### config.mk
export PLATFORM = sky130hd
export DESIGN_NAME = cpu_core
export DESIGN_NICKNAME = d
export VERILOG_FILES = /design/src/hdl/cpu_isa_pkg.sv /design/src/hdl/cpu_pipe_pkg.sv /design/src/hdl/regfile.sv /design/src/hdl/instr_fetch.sv /design/src/hdl/decode_and_issue.sv /design/src/hdl/instr_exec.sv /design/src/hdl/multi_cycle_exec.sv /design/src/hdl/cpu_core.sv
export SDC_FILE = /design/constraint.sdc
export NUM_CORES = 2
export LEC_CHECK = 0
export BUFFER_PORTS_ARGS = -buffer_cell sky130_fd_sc_hd__buf_2
export CAP_MARGIN = 20
export CORE_MARGIN = 2
export CORE_UTILIZATION = 48
export CTS_CLUSTER_DIAMETER = 200
export CTS_CLUSTER_SIZE = 25
export DETAILED_ROUTE_END_ITERATION = 8
export PLACE_DENSITY = 0.65
export SYNTH_ARGS = -nofsm -noshare
export SYNTH_HDL_FRONTEND = slang
export SYNTH_SLANG_ARGS = --single-unit
### constraint.sdc
create_clock -name clk -period 16.75 [get_ports clk]
set_input_delay 1.675 -clock clk [delete_from_list [all_inputs] [get_ports clk]]
set_output_delay 1.675 -clock clk [all_outputs]
set_load 0.02 [all_outputs]
### src/hdl/cpu_isa_pkg.sv
package cpu_isa_pkg;

	typedef logic [31:0] uint32_t;
	typedef logic [4:0]  reg_addr_t;
	typedef logic [5:0]  opcode_t;
	typedef logic [5:0]  funct_t;

	// instruction field positions
	localparam int OPCODE_LSB = 26;
	localparam int RS_LSB     = 21;
	localparam int RT_LSB     = 16;
	localparam int RD_LSB     = 11;
	localparam int SHAMT_LSB  = 6;

	// opcode field
	localparam opcode_t OP_SPECIAL = 6'h00;
	localparam opcode_t OP_BEQ     = 6'h04;
	localparam opcode_t OP_BNE     = 6'h05;
	localparam opcode_t OP_ADDIU   = 6'h09;
	localparam opcode_t OP_ANDI    = 6'h0c;
	localparam opcode_t OP_ORI     = 6'h0d;
	localparam opcode_t OP_LUI     = 6'h0f;
	localparam opcode_t OP_LW      = 6'h23;
	localparam opcode_t OP_SW      = 6'h2b;

	// funct field of SPECIAL
	localparam funct_t FN_SLL   = 6'h00;
	localparam funct_t FN_MFHI  = 6'h10;
	localparam funct_t FN_MFLO  = 6'h12;
	localparam funct_t FN_MULTU = 6'h19;
	localparam funct_t FN_ADDU  = 6'h21;
	localparam funct_t FN_SUBU  = 6'h23;
	localparam funct_t FN_AND   = 6'h24;
	localparam funct_t FN_OR    = 6'h25;
	localparam funct_t FN_XOR   = 6'h26;
	localparam funct_t FN_SLT   = 6'h2a;

endpackage

### src/hdl/cpu_pipe_pkg.sv
package cpu_pipe_pkg;

	typedef logic [3:0] alu_op_t;

	localparam alu_op_t ALU_ADD = 4'd0;
	localparam alu_op_t ALU_SUB = 4'd1;
	localparam alu_op_t ALU_AND = 4'd2;
	localparam alu_op_t ALU_OR  = 4'd3;
	localparam alu_op_t ALU_XOR = 4'd4;
	localparam alu_op_t ALU_SLT = 4'd5;
	localparam alu_op_t ALU_SLL = 4'd6;
	localparam alu_op_t ALU_LUI = 4'd7;
	localparam alu_op_t ALU_HI  = 4'd8;
	localparam alu_op_t ALU_LO  = 4'd9;

	typedef enum logic [1:0] {
		MUL_IDLE,
		MUL_RUN,
		MUL_DONE
	} mul_state_t;

	// one partial product per cycle
	localparam int MUL_CYCLES = 32;

	localparam logic [31:0] RESET_PC = 32'h0000_0000;

endpackage

### src/hdl/regfile.sv
`timescale 1ns/1ps

module regfile
	import cpu_isa_pkg::*;
(
	input  logic      clk,
	input  logic      rst,
	input  logic      we,
	input  reg_addr_t waddr,
	input  uint32_t   wdata,
	input  reg_addr_t raddr_a,
	input  reg_addr_t raddr_b,
	output uint32_t   rdata_a,
	output uint32_t   rdata_b
);

	uint32_t regs [32];
	logic    wr_live;

	// $0 never written
	assign wr_live = we && (waddr != '0);

	always_ff @(posedge clk) begin
		if (rst) begin
			for (int i = 0; i < 32; i++) begin
				regs[i] <= '0;
			end
		end else if (wr_live) begin
			regs[waddr] <= wdata;
		end
	end

	// same-cycle write bypass
	assign rdata_a = (wr_live && waddr == raddr_a) ? wdata : regs[raddr_a];
	assign rdata_b = (wr_live && waddr == raddr_b) ? wdata : regs[raddr_b];

endmodule

### src/hdl/instr_fetch.sv
`timescale 1ns/1ps

module instr_fetch
	import cpu_isa_pkg::*;
	import cpu_pipe_pkg::*;
(
	input  logic    clk,
	input  logic    rst,
	input  logic    stall,
	input  logic    branch_taken,
	input  uint32_t branch_target,
	output logic    ibus_read,
	output uint32_t ibus_addr,
	input  uint32_t ibus_rddata,
	input  logic    ibus_stall,
	output logic    instr_valid,
	output uint32_t instr,
	output uint32_t instr_pc
);

	logic    active;
	uint32_t pc;
	logic    hold_valid;
	uint32_t hold_instr;
	uint32_t hold_pc;
	logic    redir_pending;
	logic    drop_next;
	uint32_t redir_target;
	logic    fire;
	logic    squash;
	logic    keep_word;

	assign ibus_read = active & ~hold_valid;
	assign ibus_addr = pc;
	assign fire      = ibus_read & ~ibus_stall;
	// delay slot sits in ID, so younger words are dead
	assign squash    = branch_taken & instr_valid;
	assign keep_word = fire & ~drop_next & ~squash;

	always_ff @(posedge clk) begin
		if (rst) begin
			active        <= 1'b0;
			pc            <= RESET_PC;
			redir_pending <= 1'b0;
			drop_next     <= 1'b0;
		end else begin
			active <= 1'b1;
			if (branch_taken && ibus_read && ibus_stall) begin
				// stalled request keeps its address until it completes
				redir_pending <= 1'b1;
				redir_target  <= branch_target;
				drop_next     <= instr_valid;
			end else if (branch_taken) begin
				pc <= branch_target;
			end else if (fire) begin
				pc            <= redir_pending ? redir_target : pc + 32'd4;
				redir_pending <= 1'b0;
				drop_next     <= 1'b0;
			end
		end
	end

	always_ff @(posedge clk) begin
		if (rst) begin
			instr_valid <= 1'b0;
			hold_valid  <= 1'b0;
		end else if (!stall) begin
			if (hold_valid && !squash) begin
				instr_valid <= 1'b1;
				instr       <= hold_instr;
				instr_pc    <= hold_pc;
			end else if (keep_word) begin
				instr_valid <= 1'b1;
				instr       <= ibus_rddata;
				instr_pc    <= pc;
			end else begin
				instr_valid <= 1'b0;
			end
			hold_valid <= 1'b0;
		end else if (keep_word) begin
			// ID busy, park the word
			hold_valid <= 1'b1;
			hold_instr <= ibus_rddata;
			hold_pc    <= pc;
		end
	end

endmodule

### src/hdl/decode_and_issue.sv
`timescale 1ns/1ps

module decode_and_issue
	import cpu_isa_pkg::*;
	import cpu_pipe_pkg::*;
(
	input  logic      instr_valid,
	input  uint32_t   instr,
	input  uint32_t   instr_pc,
	output reg_addr_t raddr_a,
	output reg_addr_t raddr_b,
	input  uint32_t   rdata_a,
	input  uint32_t   rdata_b,
	input  reg_addr_t ex_rd,
	input  logic      ex_we,
	input  uint32_t   ex_value,
	input  logic      ex_is_load,
	input  reg_addr_t mm_rd,
	input  logic      mm_we,
	input  uint32_t   mm_value,
	input  reg_addr_t wb_rd,
	input  logic      wb_we,
	input  uint32_t   wb_value,
	output alu_op_t   dec_alu_op,
	output uint32_t   dec_op_a,
	output uint32_t   dec_op_b,
	output uint32_t   dec_store_data,
	output reg_addr_t dec_rd,
	output logic      dec_we,
	output logic      dec_load,
	output logic      dec_store,
	output logic      dec_branch_eq,
	output logic      dec_branch_ne,
	output logic      dec_mult,
	output logic      dec_hilo_read,
	output uint32_t   dec_imm,
	output uint32_t   dec_pc,
	output logic      load_use_stall
);

	opcode_t    opcode;
	funct_t     funct;
	reg_addr_t  rs;
	reg_addr_t  rt;
	reg_addr_t  rd_field;
	logic [4:0] shamt;
	logic [15:0] imm16;
	logic       use_imm;
	logic       shift_op;
	logic       uses_rs;
	logic       uses_rt;
	uint32_t    rs_val;
	uint32_t    rt_val;

	assign opcode   = instr[31:OPCODE_LSB];
	assign rs       = instr[RS_LSB +: 5];
	assign rt       = instr[RT_LSB +: 5];
	assign rd_field = instr[RD_LSB +: 5];
	assign shamt    = instr[SHAMT_LSB +: 5];
	assign funct    = instr[5:0];
	assign imm16    = instr[15:0];

	assign raddr_a = rs;
	assign raddr_b = rt;
	assign dec_pc  = instr_pc;

	// nearest producer wins
	function automatic uint32_t fwd(input reg_addr_t r, input uint32_t rf);
		if (r == '0)
			return '0;
		if (ex_we && ex_rd == r)
			return ex_value;
		if (mm_we && mm_rd == r)
			return mm_value;
		if (wb_we && wb_rd == r)
			return wb_value;
		return rf;
	endfunction

	always_comb begin
		dec_alu_op    = ALU_ADD;
		dec_rd        = rt;
		dec_we        = 1'b0;
		dec_load      = 1'b0;
		dec_store     = 1'b0;
		dec_branch_eq = 1'b0;
		dec_branch_ne = 1'b0;
		dec_mult      = 1'b0;
		dec_hilo_read = 1'b0;
		dec_imm       = {{16{imm16[15]}}, imm16};
		use_imm       = 1'b0;
		shift_op      = 1'b0;
		uses_rs       = 1'b1;
		uses_rt       = 1'b0;
		case (opcode)
			OP_SPECIAL: begin
				dec_rd  = rd_field;
				dec_we  = 1'b1;
				uses_rt = 1'b1;
				case (funct)
					FN_ADDU: dec_alu_op = ALU_ADD;
					FN_SUBU: dec_alu_op = ALU_SUB;
					FN_AND:  dec_alu_op = ALU_AND;
					FN_OR:   dec_alu_op = ALU_OR;
					FN_XOR:  dec_alu_op = ALU_XOR;
					FN_SLT:  dec_alu_op = ALU_SLT;
					FN_SLL: begin
						dec_alu_op = ALU_SLL;
						shift_op   = 1'b1;
						uses_rs    = 1'b0;
					end
					FN_MULTU: begin
						dec_we   = 1'b0;
						dec_mult = 1'b1;
					end
					FN_MFHI, FN_MFLO: begin
						dec_alu_op    = (funct == FN_MFHI) ? ALU_HI : ALU_LO;
						dec_hilo_read = 1'b1;
						uses_rs       = 1'b0;
						uses_rt       = 1'b0;
					end
					default: dec_we = 1'b0;
				endcase
			end
			OP_ADDIU: begin
				dec_we  = 1'b1;
				use_imm = 1'b1;
			end
			OP_ANDI, OP_ORI: begin
				dec_alu_op = (opcode == OP_ANDI) ? ALU_AND : ALU_OR;
				dec_imm    = {16'h0000, imm16};
				dec_we     = 1'b1;
				use_imm    = 1'b1;
			end
			OP_LUI: begin
				dec_alu_op = ALU_LUI;
				dec_imm    = {imm16, 16'h0000};
				dec_we     = 1'b1;
				use_imm    = 1'b1;
				uses_rs    = 1'b0;
			end
			OP_LW: begin
				dec_we   = 1'b1;
				dec_load = 1'b1;
			end
			OP_SW: begin
				dec_store = 1'b1;
				uses_rt   = 1'b1;
			end
			OP_BEQ, OP_BNE: begin
				dec_branch_eq = (opcode == OP_BEQ);
				dec_branch_ne = (opcode == OP_BNE);
				uses_rt       = 1'b1;
			end
			default: uses_rs = 1'b0;
		endcase
		if (!instr_valid) begin
			dec_we        = 1'b0;
			dec_load      = 1'b0;
			dec_store     = 1'b0;
			dec_branch_eq = 1'b0;
			dec_branch_ne = 1'b0;
			dec_mult      = 1'b0;
			dec_hilo_read = 1'b0;
			uses_rs       = 1'b0;
			uses_rt       = 1'b0;
		end
	end

	always_comb begin
		rs_val = fwd(rs, rdata_a);
		rt_val = fwd(rt, rdata_b);
	end

	// sll shifts rt by shamt
	assign dec_op_a       = shift_op ? rt_val : rs_val;
	assign dec_op_b       = shift_op ? {27'd0, shamt} : (use_imm ? dec_imm : rt_val);
	assign dec_store_data = rt_val;

	assign load_use_stall = ex_is_load && (ex_rd != '0) &&
		((uses_rs && rs == ex_rd) || (uses_rt && rt == ex_rd));

endmodule

### src/hdl/instr_exec.sv
`timescale 1ns/1ps

module instr_exec
	import cpu_isa_pkg::*;
	import cpu_pipe_pkg::*;
(
	input  alu_op_t alu_op,
	input  uint32_t op_a,
	input  uint32_t op_b,
	input  uint32_t imm,
	input  uint32_t pc,
	input  logic    is_load,
	input  logic    is_store,
	input  logic    branch_eq,
	input  logic    branch_ne,
	input  uint32_t hi,
	input  uint32_t lo,
	output uint32_t result,
	output uint32_t mem_addr,
	output logic    branch_taken,
	output uint32_t branch_target
);

	logic operands_equal;
	logic less_signed;

	assign operands_equal = (op_a == op_b);
	assign less_signed    = $signed(op_a) < $signed(op_b);

	always_comb begin
		case (alu_op)
			ALU_ADD: result = op_a + op_b;
			ALU_SUB: result = op_a - op_b;
			ALU_AND: result = op_a & op_b;
			ALU_OR:  result = op_a | op_b;
			ALU_XOR: result = op_a ^ op_b;
			ALU_SLT: result = {31'd0, less_signed};
			ALU_SLL: result = op_a << op_b[4:0];
			// upper immediate already formed in decode
			ALU_LUI: result = op_b;
			ALU_HI:  result = hi;
			ALU_LO:  result = lo;
			default: result = '0;
		endcase
	end

	// bus address stays quiet for non-memory ops
	assign mem_addr = (is_load || is_store) ? op_a + imm : '0;

	assign branch_taken  = (branch_eq && operands_equal) || (branch_ne && !operands_equal);
	// relative to the delay slot
	assign branch_target = pc + 32'd4 + {imm[29:0], 2'b00};

endmodule

### src/hdl/multi_cycle_exec.sv
`timescale 1ns/1ps

module multi_cycle_exec
	import cpu_isa_pkg::*;
	import cpu_pipe_pkg::*;
(
	input  logic    clk,
	input  logic    rst,
	input  logic    stall,
	input  logic    start,
	input  uint32_t op_a,
	input  uint32_t op_b,
	output logic    busy,
	output uint32_t hi,
	output uint32_t lo
);

	localparam int CNT_W = $clog2(MUL_CYCLES);

	mul_state_t       state;
	logic [CNT_W-1:0] count;
	logic [63:0]      prod;
	uint32_t          mcand;
	logic [32:0]      step_sum;
	logic             accept;

	assign busy     = (state != MUL_IDLE);
	assign accept   = (state == MUL_IDLE) && start && !stall;
	// add multiplicand into the upper half when the low bit is set
	assign step_sum = {1'b0, prod[63:32]} + (prod[0] ? {1'b0, mcand} : 33'd0);

	always_ff @(posedge clk) begin
		if (rst) begin
			state <= MUL_IDLE;
			count <= '0;
			hi    <= '0;
			lo    <= '0;
		end else begin
			case (state)
				MUL_IDLE: begin
					if (accept) begin
						state <= MUL_RUN;
						count <= '0;
					end
				end
				MUL_RUN: begin
					count <= count + 1'b1;
					if (count == CNT_W'(MUL_CYCLES - 1))
						state <= MUL_DONE;
				end
				MUL_DONE: begin
					hi    <= prod[63:32];
					lo    <= prod[31:0];
					state <= MUL_IDLE;
				end
				default: state <= MUL_IDLE;
			endcase
		end
	end

	always_ff @(posedge clk) begin
		if (accept) begin
			prod  <= {32'd0, op_b};
			mcand <= op_a;
		end else if (state == MUL_RUN) begin
			prod <= {step_sum, prod[31:1]};
		end
	end

endmodule

### src/hdl/cpu_core.sv
`timescale 1ns/1ps

module cpu_core
	import cpu_isa_pkg::*;
	import cpu_pipe_pkg::*;
(
	input  logic    clk,
	input  logic    rst,
	output logic    ibus_read,
	output uint32_t ibus_addr,
	input  uint32_t ibus_rddata,
	input  logic    ibus_stall,
	output logic    dbus_read,
	output logic    dbus_write,
	output uint32_t dbus_addr,
	output uint32_t dbus_wdata,
	input  uint32_t dbus_rddata,
	input  logic    dbus_stall
);

	logic stall_if, stall_id, stall_ex, stall_mm;
	logic flush_ex, flush_mm;
	logic load_use_stall, mul_stall, branch_go;

	logic    instr_valid;
	uint32_t instr, instr_pc;

	reg_addr_t raddr_a, raddr_b;
	uint32_t   rdata_a, rdata_b;

	alu_op_t   dec_alu_op;
	uint32_t   dec_op_a, dec_op_b, dec_store_data, dec_imm, dec_pc;
	reg_addr_t dec_rd;
	logic      dec_we, dec_load, dec_store, dec_branch_eq, dec_branch_ne;
	logic      dec_mult, dec_hilo_read;

	// ID/EX
	alu_op_t   ex_alu_op;
	uint32_t   ex_op_a, ex_op_b, ex_store_data, ex_imm, ex_pc;
	reg_addr_t ex_rd;
	logic      ex_we, ex_load, ex_store, ex_beq, ex_bne, ex_mult, ex_hilo_read;

	uint32_t ex_result, ex_mem_addr, ex_branch_target;
	logic    ex_branch_taken;
	logic    mul_busy;
	uint32_t hi, lo;

	// EX/MEM
	uint32_t   mm_result, mm_addr, mm_store_data, mm_value;
	reg_addr_t mm_rd;
	logic      mm_we, mm_load, mm_store;

	// MEM/WB
	uint32_t   wb_wdata;
	reg_addr_t wb_rd;
	logic      wb_we;

	assign stall_mm  = dbus_stall & (mm_load | mm_store);
	assign mul_stall = mul_busy & (ex_mult | ex_hilo_read);
	assign stall_ex  = stall_mm | mul_stall;
	assign stall_id  = stall_ex | load_use_stall;
	// ibus_stall is absorbed inside fetch
	assign stall_if  = stall_id;
	assign flush_ex  = stall_id & ~stall_ex;
	assign flush_mm  = stall_ex & ~stall_mm;
	assign branch_go = ex_branch_taken & ~stall_ex;

	instr_fetch instr_fetch_inst (
		.clk, .rst,
		.stall         ( stall_if         ),
		.branch_taken  ( branch_go        ),
		.branch_target ( ex_branch_target ),
		.ibus_read, .ibus_addr, .ibus_rddata, .ibus_stall,
		.instr_valid, .instr, .instr_pc
	);

	regfile regfile_inst (
		.clk, .rst,
		.we    ( wb_we    ),
		.waddr ( wb_rd    ),
		.wdata ( wb_wdata ),
		.raddr_a, .raddr_b, .rdata_a, .rdata_b
	);

	decode_and_issue decode_issue_inst (
		.instr_valid, .instr, .instr_pc,
		.raddr_a, .raddr_b, .rdata_a, .rdata_b,
		.ex_rd, .ex_we,
		.ex_value   ( ex_result ),
		.ex_is_load ( ex_load   ),
		.mm_rd, .mm_we, .mm_value,
		.wb_rd, .wb_we,
		.wb_value   ( wb_wdata  ),
		.dec_alu_op, .dec_op_a, .dec_op_b, .dec_store_data, .dec_rd, .dec_we,
		.dec_load, .dec_store, .dec_branch_eq, .dec_branch_ne, .dec_mult,
		.dec_hilo_read, .dec_imm, .dec_pc, .load_use_stall
	);

	always_ff @(posedge clk) begin
		if (rst || flush_ex) begin
			ex_we <= 1'b0;
			ex_load <= 1'b0;
			ex_store <= 1'b0;
			ex_beq <= 1'b0;
			ex_bne <= 1'b0;
			ex_mult <= 1'b0;
			ex_hilo_read <= 1'b0;
		end else if (!stall_id) begin
			ex_we <= dec_we;
			ex_load <= dec_load;
			ex_store <= dec_store;
			ex_beq <= dec_branch_eq;
			ex_bne <= dec_branch_ne;
			ex_mult <= dec_mult;
			ex_hilo_read <= dec_hilo_read;
		end
	end

	always_ff @(posedge clk) begin
		if (!stall_id) begin
			ex_alu_op <= dec_alu_op;
			ex_op_a <= dec_op_a;
			ex_op_b <= dec_op_b;
			ex_store_data <= dec_store_data;
			ex_imm <= dec_imm;
			ex_pc <= dec_pc;
			ex_rd <= dec_rd;
		end
	end

	instr_exec exec_inst (
		.alu_op   ( ex_alu_op ),
		.op_a     ( ex_op_a   ),
		.op_b     ( ex_op_b   ),
		.imm      ( ex_imm    ),
		.pc       ( ex_pc     ),
		.is_load  ( ex_load   ),
		.is_store ( ex_store  ),
		.branch_eq ( ex_beq   ),
		.branch_ne ( ex_bne   ),
		.hi, .lo,
		.result        ( ex_result        ),
		.mem_addr      ( ex_mem_addr      ),
		.branch_taken  ( ex_branch_taken  ),
		.branch_target ( ex_branch_target )
	);

	// multu leaves EX as soon as the unit takes it
	multi_cycle_exec multi_cycle_exec_inst (
		.clk, .rst,
		.stall ( stall_mm             ),
		.start ( ex_mult & ~mul_stall ),
		.op_a  ( ex_op_a              ),
		.op_b  ( ex_op_b              ),
		.busy  ( mul_busy             ),
		.hi, .lo
	);

	always_ff @(posedge clk) begin
		if (rst || flush_mm) begin
			mm_we <= 1'b0;
			mm_load <= 1'b0;
			mm_store <= 1'b0;
		end else if (!stall_ex) begin
			mm_we <= ex_we;
			mm_load <= ex_load;
			mm_store <= ex_store;
		end
	end

	always_ff @(posedge clk) begin
		if (!stall_ex) begin
			mm_result <= ex_result;
			mm_addr <= ex_mem_addr;
			mm_store_data <= ex_store_data;
			mm_rd <= ex_rd;
		end
	end

	assign dbus_read  = mm_load;
	assign dbus_write = mm_store;
	assign dbus_addr  = mm_addr;
	assign dbus_wdata = mm_store_data;
	// load data only meaningful on the completing beat
	assign mm_value   = mm_load ? dbus_rddata : mm_result;

	always_ff @(posedge clk) begin
		if (rst || stall_mm) begin
			wb_we <= 1'b0;
		end else begin
			wb_we <= mm_we;
		end
	end

	always_ff @(posedge clk) begin
		wb_rd <= mm_rd;
		wb_wdata <= mm_value;
	end

endmodule

==> impl_metrics.json <==
{
  "status": "finished clean",
  "critPathTopFamily": "simple AND/OR/NAND/NOR gates",
  "slowest_delay_ns": 0.77,
  "worstPathCellList": "inv_1, ha_1, nor3_1, nand3_1, nor4_2, mux2i_1, nor2_4, nand2_1, nand2_2, buf_4, nand2_1, and3_4, buf_16, mux2_2",
  "critPathBufInv": 3,
  "irDropWorstVdd_mv": 0.0810,
  "via_per_inst": 6.50,
  "dp_slack_ns": 10.16,
  "hold_class": "register to register",
  "grt.overflow.total": 0,
  "critPathLaunchType": "register",
  "tightest_slew_ns": 1.24,
  "syn2layout_area_growth_pct": 6.71,
  "slew_violations": 0,
  "yosysTopAreaCellShare_pct": 48.5,
  "hold_buffers": 0,
  "cp.arrival_ns": 6.86,
  "numCtsBuffers": 78,
  "hpwl_mm": 205,
  "grt_pass1_vias": 62300,
  "routed_wl_mm": 315,
  "path_max_fanout": 53,
  "die_width_um": 447,
  "rsz0062_at_grt": "false",
  "num_vias": 63400,
  "dr.pass1.iters": 6,
  "relSlewSlack_pct": 17.3,
  "ys_ff_latch": 1716,
  "wire_per_inst_um": 32.3,
  "drv_cap": 0,
  "die_area_um2": 199000,
  "numPlacedInstances": 9600,
  "cts_resized": 0,
  "fin_ws_ns": 10.54,
  "syn_avg_cell_area_um2": 13.0,
  "fin_worst_skew_ns": 0.0542,
  "cts.path.max_buffers": 3,
  "die_h_um": 447,
  "seq_area_frac_synth_pct": 52.7,
  "top_regs": "regfile_inst.regs x1024, multi_cycle_exec_inst.prod x64",
  "grt_max_degree": 126,
  "drive_gt1_share_pct": 19.0,
  "clock-sinks": 1716,
  "critical_path_class": "register to register",
  "yosysMostFrequentCell": "edfxtp_1",
  "yosys_warnings": 0,
  "synth_async_sr_flop_share_pct": 0,
  "end_kind": "register",
  "antenna_found_initial": 12,
  "synth_area_leader_cell": "edfxtp_1",
  "p_leak_nw": 36.4,
  "drc": 0,
  "io_pins": 167,
  "core_area_um2": 195000,
  "synthFlopType": "edfxtp_1",
  "fmax_mhz": 161,
  "worstHoldStart": "ex_store_data[20]",
  "clk-insertion-delay-late_ns": 0.80,
  "synthTopCellsByArea": "edfxtp_1 48%, mux4_2 16%, and2_1 7.0%, dfxtp_1 4.2%, ha_1 2.9%",
  "tns_ns": 0,
  "ant_nets": 0,
  "finalSetupViolCount": 0,
  "place_congestion": 0.992,
  "clk_pin_slew_ns": 0.11,
  "grt_usage_pct": 31.4,
  "n_fill_cell": 16400,
  "crit_top_cell": "nand2_1",
  "crit_slowest_cell": "nor4_2",
  "synth.top_cells.by_count": "1518 x edfxtp_1, 1048 x and2_1, 668 x mux4_2",
  "start_util_pct": 48.3,
  "htreeDepth": 3,
  "cts_tree": "done",
  "synth_edf_count": 1518,
  "regMostFlops": "regfile_inst.regs",
  "setup.worst_path.start": "ex_op_a[21]",
  "hold_violations": 0,
  "cts_root_buffer": "clkbuf_16",
  "synthCells": 7230,
  "period_share_pct": 37.1,
  "antenna_cells": 0,
  "cp.required_ns": 17.40,
  "fin_cells": 9751,
  "worst_r2r_startpoint": "ex_op_a[21]",
  "largest_reg_flops": 1024,
  "post-cts-setup-buffers": 0,
  "final_nets": 7372,
  "num_rows": 162,
  "grt_first_pass_wirelength_mm": 450,
  "drt_iter0_drc": 8010,
  "synthesis.area_um2": 94000,
  "power_density_nw_per_um2": 97.1,
  "fin_crit_ns": 6.21,
  "synth.distinct_cells": 110,
  "portBuffers": 166
}
layout make-up:
class	instances	area, um^2	area share, %
flip-flops and latches	1716	49600	49.4
multi-input cells	4786	42000	41.9
well taps	2624	3280	3.27
repair buffers	339	2640	2.63
clock buffers	121	2130	2.13
inverters	158	596	0.593
clock inverters	7	108	0.107
cells in the final DEF (no fill, tap or decap), types with 69 or more instances in the layout:
cell and count:
nand2_1 508, xor2_1 73, a211oi_1 75, buf_4 146
dfxtp_1 186, ha_1 220, mux4_2 668, buf_2 165
xnor2_1 78, inv_1 151, mux2i_1 103, edfxtp_1 1518
a21oi_1 369, clkbuf_16 80, and2_1 1046, nor2_1 335
mux2_2 95, o21ai_0 226, nand3_1 86, nor3_1 69
power by group:
part	leakage (nW)	switching [W]	total, W	internal, W
Clock	1.07	0.00143	0.00233	0.000900
Sequential	17.3	0.000348	0.00525	0.00491
Combinational	18.1	0.00134	0.00217	0.000823
worst reg2reg max path, delay by kind of cell (launching register included):
family                     cells  cell delay [ns]
and+or+nand+nor                8             3.25
buffers and inverters          3             0.90
DFF                            1             0.71
muxes                          2             0.64
adders and majority gates      1             0.58
per-layer routing:
layer  GRT usage, %  vias up  part of all wire, %
li1               -    26800                    -
met1           39.8    32300                   37
met2           50.4     3540                   47
met3           5.43      792                  9.1
met4           19.1        4                  7.1
met5              0        -               0.0073
metrics by stage:
step	util [%]	instance area, um^2	power [W]	hold WS, ns
floorplan	-	94200	0.00650	0.400
global placement	50.0	97400	0.00728	0.404
CTS	51.2	99700	0.00957	0.427
finish	51.5	100000	0.00975	0.427
global route	51.5	100000	0.0100	0.431
detailed placement	50.0	97500	0.00730	0.405
cell families after synthesis:
kind of cell / share of synthesized area, %
adder cells (fa/ha/maj): 3.03
buffers and inverters: 3.35
flip-flops: 52.7
XOR/XNOR: 1.41
AO/OA/AOI/OAI: 8.21
AND/OR/NAND/NOR: 13.1
multiplexers: 18.2
other: 0.00399
worst paths after layout:
check,slack [ns],end,depth (start not counted)
max,10.54,register,14
min reg2reg,0.43,dbus_wdata[20],0
max reg2reg,10.54,register,14
min,0.43,dbus_wdata[20],0
Power figures use the tool's default switching activity.
